`config.mk`:
```
export PLATFORM = sky130hd
export DESIGN_NAME = axis_packet_fifo
export DESIGN_NICKNAME = d
export VERILOG_FILES = /design/src/stream_pkg.sv /design/src/axis_if.sv /design/src/axis_ingress.sv /design/src/dist_ram_fifo.sv /design/src/axis_egress.sv /design/src/axis_packet_fifo.sv
export VERILOG_INCLUDE_DIRS = /design/src /design/src/src
export SDC_FILE = /design/constraint.sdc
export NUM_CORES = 2
export LEC_CHECK = 0
export ABC_AREA = 1
export BUFFER_PORTS_ARGS = -buffer_cell sky130_fd_sc_hd__buf_2
export CORE_ASPECT_RATIO = 1.2
export CORE_MARGIN = 8
export CORE_UTILIZATION = 40
export DETAILED_ROUTE_END_ITERATION = 16
export PLACE_DENSITY = 0.66
export SLEW_MARGIN = 5
export SYNTH_ARGS = -nofsm -noshare
export SYNTH_HDL_FRONTEND = slang
export SYNTH_SLANG_ARGS = --single-unit
```
`constraint.sdc`:
```
create_clock -name clk_ifc -period 8.78 [get_ports clk_ifc]
set_input_delay 0.878 -clock clk_ifc [delete_from_list [all_inputs] [get_ports clk_ifc]]
set_output_delay 0.878 -clock clk_ifc [all_outputs]
set_load 0.02 [all_outputs]
```
`src/stream_defines.svh`:
```
// Stream widths and buffer depth shared by RTL and testbench
// FIFO_DEPTH must be a power of two, and widths must be nonzero

`ifndef STREAM_DEFINES_SVH
`define STREAM_DEFINES_SVH

////////////////////////////////////////////////////////////
// Beat geometry

// Bytes per beat, one 64-bit word
`define STREAM_DATA_BYTES 8
// Sideband field widths
`define STREAM_ID_WIDTH   4
`define STREAM_DEST_WIDTH 4
`define STREAM_USER_WIDTH 8

////////////////////////////////////////////////////////////
// Buffer and status

// LUT-RAM entries, power of two
`define FIFO_DEPTH        32
// Width of each packet counter, wraps silently
`define PKT_COUNT_WIDTH   16

`endif

```
`src/stream_pkg.sv`:
```
// Beat type stored in the FIFO RAM, one word per stream transfer
// tstrb is not carried; every byte lane is treated as data or padding via keep

`include "stream_defines.svh"

package stream_pkg;

    ////////////////////////////////////////////////////////////
    // Derived widths

    // Data bus width in bits
    localparam int DATA_WIDTH = 8 * `STREAM_DATA_BYTES;

    ////////////////////////////////////////////////////////////
    // One stream beat

    // Field order sets the RAM word layout, data in the upper bits
    typedef struct packed {
        logic [DATA_WIDTH-1:0]         data;
        logic [`STREAM_DATA_BYTES-1:0] keep;
        logic                          last;
        logic [`STREAM_ID_WIDTH-1:0]   id;
        logic [`STREAM_DEST_WIDTH-1:0] dest;
        logic [`STREAM_USER_WIDTH-1:0] user;
    } axis_beat_t;

    // Width of one RAM word
    localparam int BEAT_WIDTH = $bits(axis_beat_t);

endpackage

```
`src/axis_if.sv`:
```
// Internal valid/ready stream link carrying one packed beat
// Source holds valid and beat stable until the transfer edge

`timescale 1ns/1ps

interface axis_if;

    ////////////////////////////////////////////////////////////
    // Link signals

    // Driven by the source
    logic                   valid;
    // Driven by the sink
    logic                   ready;
    // Payload, all AXI-Stream fields packed together
    stream_pkg::axis_beat_t beat;

    ////////////////////////////////////////////////////////////
    // Views

    // Upstream side of the link
    modport source (
        output valid,
        output beat,
        input  ready
    );

    // Downstream side of the link
    modport sink (
        input  valid,
        input  beat,
        output ready
    );

endinterface

```
`src/axis_ingress.sv`:
```
// Input side adapter, handshake passes through with no added latency
// Overflow flag is sticky until reset; counter wraps at PKT_COUNT_WIDTH

`timescale 1ns/1ps
`include "stream_defines.svh"

module axis_ingress (
    input  logic                             clk_ifc,
    input  logic                             rst_n,
    input  logic                             s_tvalid,
    input  logic [stream_pkg::DATA_WIDTH-1:0] s_tdata,
    input  logic [`STREAM_DATA_BYTES-1:0]    s_tkeep,
    input  logic                             s_tlast,
    input  logic [`STREAM_ID_WIDTH-1:0]      s_tid,
    input  logic [`STREAM_DEST_WIDTH-1:0]    s_tdest,
    input  logic [`STREAM_USER_WIDTH-1:0]    s_tuser,
    output logic                             s_tready,
    axis_if.source                           in_stream,
    output logic [`PKT_COUNT_WIDTH-1:0]      pkts_in,
    output logic                             axis_in_overflow
);

    ////////////////////////////////////////////////////////////
    // Beat packing and handshake

    // Keep plus one, zero in the set bits when keep is 0..01..1
    logic [`STREAM_DATA_BYTES-1:0] keep_inc;

    assign keep_inc = s_tkeep + 1'b1;

    assign in_stream.valid     = s_tvalid;
    assign in_stream.beat.data = s_tdata;
    assign in_stream.beat.keep = s_tkeep;
    assign in_stream.beat.last = s_tlast;
    assign in_stream.beat.id   = s_tid;
    assign in_stream.beat.dest = s_tdest;
    assign in_stream.beat.user = s_tuser;

    // Ready comes straight from the buffer
    assign s_tready = in_stream.ready;

    ////////////////////////////////////////////////////////////
    // Packet count and overflow

    always_ff @(posedge clk_ifc or negedge rst_n) begin
        if (!rst_n) begin
            pkts_in          <= '0;
            axis_in_overflow <= 1'b0;
        end else begin
            // One count per accepted end of packet
            if (s_tvalid && in_stream.ready && s_tlast) begin
                pkts_in <= pkts_in + 1'b1;
            end
            // Source offered a beat the buffer could not take
            if (s_tvalid && !in_stream.ready) begin
                axis_in_overflow <= 1'b1;
            end
        end
    end

    ////////////////////////////////////////////////////////////
    // Input protocol checks

    // Mid-packet beats are full width
    a_keep_full: assert property (@(posedge clk_ifc) disable iff (!rst_n)
        s_tvalid && !s_tlast |-> &s_tkeep);

    // Final beat keeps a nonzero run of low bytes
    a_keep_tail: assert property (@(posedge clk_ifc) disable iff (!rst_n)
        s_tvalid && s_tlast |-> (s_tkeep != '0) && ((s_tkeep & keep_inc) == '0));

    // Offered beat is not withdrawn while the buffer stalls
    a_valid_hold: assert property (@(posedge clk_ifc) disable iff (!rst_n)
        s_tvalid && !in_stream.ready |=> s_tvalid);

endmodule

```
`src/dist_ram_fifo.sv`:
```
// Show-ahead FIFO on LUT RAM, read data is combinational from the array
// Holds FIFO_DEPTH beats; ready stays low for the first edge after reset

`timescale 1ns/1ps
`include "stream_defines.svh"

module dist_ram_fifo (
    input  logic   clk_ifc,
    input  logic   rst_n,
    axis_if.sink   wr,
    axis_if.source rd
);

    ////////////////////////////////////////////////////////////
    // Sizing

    localparam int ADDR_WIDTH = $clog2(`FIFO_DEPTH);

    // Depth must fill the address space for the wrap-bit scheme
    if ((1 << ADDR_WIDTH) != `FIFO_DEPTH) begin : g_depth_check
        $error("FIFO_DEPTH must be a power of two");
    end

    ////////////////////////////////////////////////////////////
    // Storage and pointers

    // No reset on the array so it maps to LUT RAM
    logic [stream_pkg::BEAT_WIDTH-1:0] mem [`FIFO_DEPTH];

    // Pointers carry one extra wrap bit
    logic [ADDR_WIDTH:0] wr_ptr;
    logic [ADDR_WIDTH:0] rd_ptr;
    logic [ADDR_WIDTH:0] occupancy;

    logic full;
    logic empty;
    logic init_done;
    logic wr_fire;
    logic rd_fire;

    ////////////////////////////////////////////////////////////
    // Status

    // Modular difference gives 0..FIFO_DEPTH
    assign occupancy = wr_ptr - rd_ptr;
    assign full      = (occupancy == (ADDR_WIDTH + 1)'(`FIFO_DEPTH));
    assign empty     = (wr_ptr == rd_ptr);

    // Write side opens one edge after reset release
    assign wr.ready = init_done && !full;
    assign rd.valid = !empty;

    assign wr_fire = wr.valid && wr.ready;
    assign rd_fire = rd.valid && rd.ready;

    // Head of queue, visible as soon as it is written
    assign rd.beat = stream_pkg::axis_beat_t'(mem[rd_ptr[ADDR_WIDTH-1:0]]);

    ////////////////////////////////////////////////////////////
    // RAM write port

    always_ff @(posedge clk_ifc) begin
        if (wr_fire) begin
            mem[wr_ptr[ADDR_WIDTH-1:0]] <= wr.beat;
        end
    end

    ////////////////////////////////////////////////////////////
    // Pointer update

    always_ff @(posedge clk_ifc or negedge rst_n) begin
        if (!rst_n) begin
            wr_ptr    <= '0;
            rd_ptr    <= '0;
            init_done <= 1'b0;
        end else begin
            init_done <= 1'b1;
            if (wr_fire) begin
                wr_ptr <= wr_ptr + 1'b1;
            end
            if (rd_fire) begin
                rd_ptr <= rd_ptr + 1'b1;
            end
        end
    end

    ////////////////////////////////////////////////////////////
    // Pointer safety

    // Upstream honours ready, so a write never lands on a full array
    a_no_overrun: assert property (@(posedge clk_ifc) disable iff (!rst_n)
        wr.valid && wr.ready |-> occupancy < (ADDR_WIDTH + 1)'(`FIFO_DEPTH));

    // Downstream only pops real entries, so the count never wraps below zero
    a_no_underrun: assert property (@(posedge clk_ifc) disable iff (!rst_n)
        rd_fire |=> occupancy < (ADDR_WIDTH + 1)'(`FIFO_DEPTH));

endmodule

```
`src/axis_egress.sv`:
```
// One-entry output register, isolates RAM read path from the pins
// Full throughput under continuous m_tready; counter wraps silently

`timescale 1ns/1ps
`include "stream_defines.svh"

module axis_egress (
    input  logic                              clk_ifc,
    input  logic                              rst_n,
    axis_if.sink                              in_beats,
    output logic                              m_tvalid,
    output logic [stream_pkg::DATA_WIDTH-1:0] m_tdata,
    output logic [`STREAM_DATA_BYTES-1:0]     m_tkeep,
    output logic                              m_tlast,
    output logic [`STREAM_ID_WIDTH-1:0]       m_tid,
    output logic [`STREAM_DEST_WIDTH-1:0]     m_tdest,
    output logic [`STREAM_USER_WIDTH-1:0]     m_tuser,
    input  logic                              m_tready,
    output logic [`PKT_COUNT_WIDTH-1:0]       pkts_out
);

    ////////////////////////////////////////////////////////////
    // Output register

    // Payload only, validity lives in m_tvalid
    stream_pkg::axis_beat_t out_beat;

    // Take a new beat when empty or when the held one leaves
    assign in_beats.ready = !m_tvalid || m_tready;

    always_ff @(posedge clk_ifc) begin
        if (in_beats.valid && in_beats.ready) begin
            out_beat <= in_beats.beat;
        end
    end

    always_ff @(posedge clk_ifc or negedge rst_n) begin
        if (!rst_n) begin
            m_tvalid <= 1'b0;
            pkts_out <= '0;
        end else begin
            if (in_beats.ready) begin
                m_tvalid <= in_beats.valid;
            end
            // Delivered end of packet
            if (m_tvalid && m_tready && m_tlast) begin
                pkts_out <= pkts_out + 1'b1;
            end
        end
    end

    // Unpack onto the pins
    assign m_tdata = out_beat.data;
    assign m_tkeep = out_beat.keep;
    assign m_tlast = out_beat.last;
    assign m_tid   = out_beat.id;
    assign m_tdest = out_beat.dest;
    assign m_tuser = out_beat.user;

    ////////////////////////////////////////////////////////////
    // Output protocol

    // Stalled beat is held unchanged
    a_out_hold: assert property (@(posedge clk_ifc) disable iff (!rst_n)
        m_tvalid && !m_tready |=> m_tvalid && $stable(out_beat));

endmodule

```
`src/axis_packet_fifo.sv`:
```
// AXI-Stream packet buffer, single clock, capacity FIFO_DEPTH + 1 beats
// Latency 2 edges when empty; no tstrb, overflow only flags the input side

`timescale 1ns/1ps
`include "stream_defines.svh"

module axis_packet_fifo (
    input  logic                              clk_ifc,
    input  logic                              rst_n,
    // Input stream
    input  logic                              s_tvalid,
    output logic                              s_tready,
    input  logic [stream_pkg::DATA_WIDTH-1:0] s_tdata,
    input  logic [`STREAM_DATA_BYTES-1:0]     s_tkeep,
    input  logic                              s_tlast,
    input  logic [`STREAM_ID_WIDTH-1:0]       s_tid,
    input  logic [`STREAM_DEST_WIDTH-1:0]     s_tdest,
    input  logic [`STREAM_USER_WIDTH-1:0]     s_tuser,
    // Output stream
    output logic                              m_tvalid,
    input  logic                              m_tready,
    output logic [stream_pkg::DATA_WIDTH-1:0] m_tdata,
    output logic [`STREAM_DATA_BYTES-1:0]     m_tkeep,
    output logic                              m_tlast,
    output logic [`STREAM_ID_WIDTH-1:0]       m_tid,
    output logic [`STREAM_DEST_WIDTH-1:0]     m_tdest,
    output logic [`STREAM_USER_WIDTH-1:0]     m_tuser,
    // Status
    output logic                              axis_in_overflow,
    output logic [`PKT_COUNT_WIDTH-1:0]       pkts_in,
    output logic [`PKT_COUNT_WIDTH-1:0]       pkts_out
);

    ////////////////////////////////////////////////////////////
    // Internal links

    // Adapter into RAM
    axis_if in_stream ();
    // RAM into output register
    axis_if out_stream ();

    ////////////////////////////////////////////////////////////
    // Datapath

    axis_ingress u_ingress (
        .clk_ifc          (clk_ifc),
        .rst_n            (rst_n),
        .s_tvalid         (s_tvalid),
        .s_tdata          (s_tdata),
        .s_tkeep          (s_tkeep),
        .s_tlast          (s_tlast),
        .s_tid            (s_tid),
        .s_tdest          (s_tdest),
        .s_tuser          (s_tuser),
        .s_tready         (s_tready),
        .in_stream        (in_stream.source),
        .pkts_in          (pkts_in),
        .axis_in_overflow (axis_in_overflow)
    );

    dist_ram_fifo u_fifo (
        .clk_ifc (clk_ifc),
        .rst_n   (rst_n),
        .wr      (in_stream.sink),
        .rd      (out_stream.source)
    );

    axis_egress u_egress (
        .clk_ifc  (clk_ifc),
        .rst_n    (rst_n),
        .in_beats (out_stream.sink),
        .m_tvalid (m_tvalid),
        .m_tdata  (m_tdata),
        .m_tkeep  (m_tkeep),
        .m_tlast  (m_tlast),
        .m_tid    (m_tid),
        .m_tdest  (m_tdest),
        .m_tuser  (m_tuser),
        .m_tready (m_tready),
        .pkts_out (pkts_out)
    );

endmodule

```
==> flow_summary.json <==
{
  "status": "finished clean",
  "areaGrowthSynthToFinish_pct": 12.3,
  "worstSetupPathType": "flip-flop to flip-flop",
  "die_w_um": 508,
  "dp_cells": 12300,
  "first_global_vias": 71400,
  "syn_area_sq_mm": 0.116,
  "total_power_mw": 42.7,
  "hp-class": "primary input to asynchronous set/reset pin",
  "power_leakage_nw": 41.6,
  "cts.sinks": 2984,
  "fmax_ghz": 0.167,
  "grt_usage": 0.204,
  "ys.flop_type": "edfxtp_1",
  "die-height_um": 606,
  "core-area_sq_mm": 0.289,
  "crit_arrival_ns": 6.48,
  "filler_cell_count": 25200,
  "skew_ns": 0.0610,
  "dr.pass1.iters": 6,
  "finalHoldViolations": 0,
  "wl_per_cell_um": 25.6,
  "drc": 0,
  "antenna_found_initial": 37,
  "grt_pass1_wl_um": 477000,
  "rows": 216,
  "yosysWarnings": 0,
  "power.density_mw_per_mm2": 328,
  "drive_gt1_frac": 0.0884,
  "cts_hold_buf": 0,
  "ioPinCount": 217,
  "cp_slowest_stage_delay_ns": 1.19,
  "start_util": 0.402,
  "cp_slowest_cell": "nor2_4",
  "dp.final_hpwl_um": 166000,
  "viasPerCell": 5.79,
  "cts_resized": 0,
  "drv_slew": 0,
  "cts_buffer_depth": 4,
  "synth_seq_cells": 2984,
  "crit_path_start_kind": "flip-flop",
  "cts_tree": "built",
  "setup_viol": 0,
  "period_needed_ns": 6.00,
  "synth_nets": 8806,
  "max_slew_margin": 0.0895,
  "cap_violations": 0,
  "cts-htree-levels": 5,
  "synth_seq_area_share": 0.770,
  "path_common_cell": "nand2_1",
  "cp.required_ns": 9.26,
  "path_buf_inv": 3,
  "vias": 74000,
  "ys_types": 36,
  "postSynthCellCount": 8701,
  "syn_avg_cell_area_sq_um": 13.3,
  "crit_fanout": 118,
  "ant_nets": 0,
  "rsz0062_at_grt": "false",
  "worstPathCellList": "inv_8, ha_1, nand2_1, nand2_1, nand3_1, nand2_1, nand2_1, nand2_1, nand3_1, nand3_2, clkinv_1, nand2_1, nor2_4, buf_4",
  "gp_congestion": 0.832,
  "async_reset_ff_frac": 0.0158,
  "dieArea_sq_mm": 0.308,
  "ir_drop_uv": 437,
  "final-instance-count-excl-fill": 12800,
  "synth_edf_count": 2937,
  "port_buffers": 216,
  "path_clk_slew_ns": 0.06,
  "grt_overflow": 0,
  "wirelength_um": 328000,
  "final_nets": 8842,
  "critical-path-top-delay-family": "simple AND/OR/NAND/NOR gates",
  "worst_slew_pin_slew_ns": 1.36,
  "cts_root_buf": "clkbuf_16",
  "drt_iter0_drc": 9533,
  "post_cts_buffers": 0,
  "grt_max_degree": 215,
  "cts_buffers": 296,
  "finalCritPeriodShare": 0.683,
  "clk-insertion-delay-late_ns": 0.88,
  "end_kind": "flip-flop"
}
## cells in the mapped netlist (20+ instances only)
cell	number	area, sq um
edfxtp_1	2937	88200
nor2_1	1902	7140
o21ai_0	1442	7220
nand2_1	462	1730
o22ai_1	457	2860
clkbuf_1	388	1460
nand3_1	221	1110
o211ai_1	182	1370
buf_2	120	601
o21ai_1	115	576
inv_1	76	285
a21oi_1	55	275
dfrtp_1	47	1180
buf_1	43	161
buf_4	40	300
a31oi_1	35	219
nand4_1	35	219
o221ai_1	33	289
xor2_1	24	210
o21a_1	20	150
## final timing paths
path,start,endpoint,slack (ns),cells past startpoint
min in group clk_ifc,s_tvalid,u_ingress.axis_in_overflow$_DFFE_PN0P_,0.44,2
worst min-delay path,rst_n,u_egress.pkts_out[12]$_DFFE_PN0P_,0.16,2
worst max-delay path,u_fifo.rd_ptr[1]$_DFFE_PN0P_,u_fifo.mem[29][86]$_DFFE_PP_,2.78,14
max in group asynchronous,rst_n,u_fifo.rd_ptr[0]$_DFFE_PN0P_,8.07,2
worst max register to register,u_fifo.rd_ptr[1]$_DFFE_PN0P_,u_fifo.mem[29][86]$_DFFE_PP_,2.78,14
worst min register to register,u_ingress.axis_in_overflow$_DFFE_PN0P_,u_ingress.axis_in_overflow$_DFFE_PN0P_,0.45,1
## where the power goes
part           leakage [nW]  switching (mW)  internal, mW
clock network          4.62            5.36          7.22
registers              27.1           0.421          16.5
logic                  9.87            9.74          3.45
## state kept, by name, summed over array words and instances, names as in the netlist, 6 cells and up
| signal | count |
|---|---|
| u_egress.m_tdata | 64 |
| u_fifo.mem | 2848 |
| u_egress.m_tuser | 8 |
| u_fifo.rd_ptr | 6 |
| u_fifo.wr_ptr | 6 |
| u_ingress.pkts_in | 16 |
| u_egress.m_tkeep | 8 |
| u_egress.pkts_out | 16 |
## worst reg2reg max path, cell delays in order, from the launching register on
cell and delay [ns]:
dfrtp_4 0.75, inv_8 0.72, ha_1 0.40, nand2_1 0.14
nand2_1 0.12, nand3_1 0.14, nand2_1 0.10, nand2_1 0.11
nand2_1 0.10, nand3_1 0.16, nand3_2 0.25, clkinv_1 0.24
nand2_1 0.45, nor2_4 1.20, buf_4 0.73
## metrics by stage
stage                      util  instance area (sq um)  TNS [ns]  hold slack (ns)  worst slack [ns]
final                     0.451                 130000         0            0.158              2.78
after global placement    0.418                 121000         0            0.439              2.75
after floorplan               -                 116000    -35.12            0.463            -0.132
after global routing      0.451                 130000         0            0.184              2.49
after CTS                 0.451                 130000         0            0.131              2.76
after detailed placement  0.418                 121000         0            0.443              2.76
## cell type report
cell class                 instances  area, sq um  share of cell area
sequential                      2984        89400               0.686
multi-input combinational       5042        24100               0.185
clock buffer                     366         7790              0.0598
tap                             3815         4770              0.0366
timing repair buffer             333         2210              0.0170
clock inverter                   156         1700              0.0130
inverter                          80          348             0.00267
antenna                            8         20.0            0.000154
## metal layers
layer	part of all wire	vias to the layer above	GRT usage
met3	0.085	631	0.0338
met4	0.036	28	0.0692
li1	-	32200	-
met1	0.39	37300	0.267
met5	0.00050	-	0
met2	0.49	3767	0.346
## cell usage in the layout (no fill, tap or decap), types with 6 or more instances in the layout
cell / netlist / layout
buf_4: 40 / 97
o221ai_1: 33 / 33
o211ai_1: 182 / 182
nor2_4: 0 / 30
clkinv_1: 2 / 57
ha_1: 12 / 12
buf_12: 0 / 20
edfxtp_1: 2937 / 2937
o21ai_1: 115 / 115
nor3_1: 13 / 10
clkbuf_16: 0 / 301
clkinvlp_4: 0 / 6
nand2_1: 462 / 462
nand3_1: 221 / 221
dfrtp_1: 47 / 43
inv_1: 76 / 72
a21oi_1: 55 / 55
o21a_1: 20 / 20
nand4_1: 35 / 35
inv_6: 0 / 11
diode_2: 0 / 8
buf_2: 120 / 216
inv_8: 0 / 7
o22ai_1: 457 / 457
clkbuf_1: 388 / 64
clkinv_8: 0 / 6
or2_2: 10 / 10
xnor2_1: 14 / 14
nor2_1: 1902 / 1872
xor2_1: 24 / 24
bufinv_16: 0 / 30
o21ai_0: 1442 / 1442
a31oi_1: 35 / 35
clkinv_2: 0 / 41
## kinds of logic (layout without fill, tap and decap cells)
family          Yosys count  count (layout)  share of synthesized area
flops                  2984            2984                      0.770
simple gates           2650            2650                     0.0894
compound gates         2341            2341                      0.112
buf+inv                 675             935                     0.0247
xor+xnor                 38              38                    0.00287
fa+ha+maj                12              12                    0.00129
other cells               1               9                  0.0000323
No activity file was read; power rests on OpenSTA's default activity.
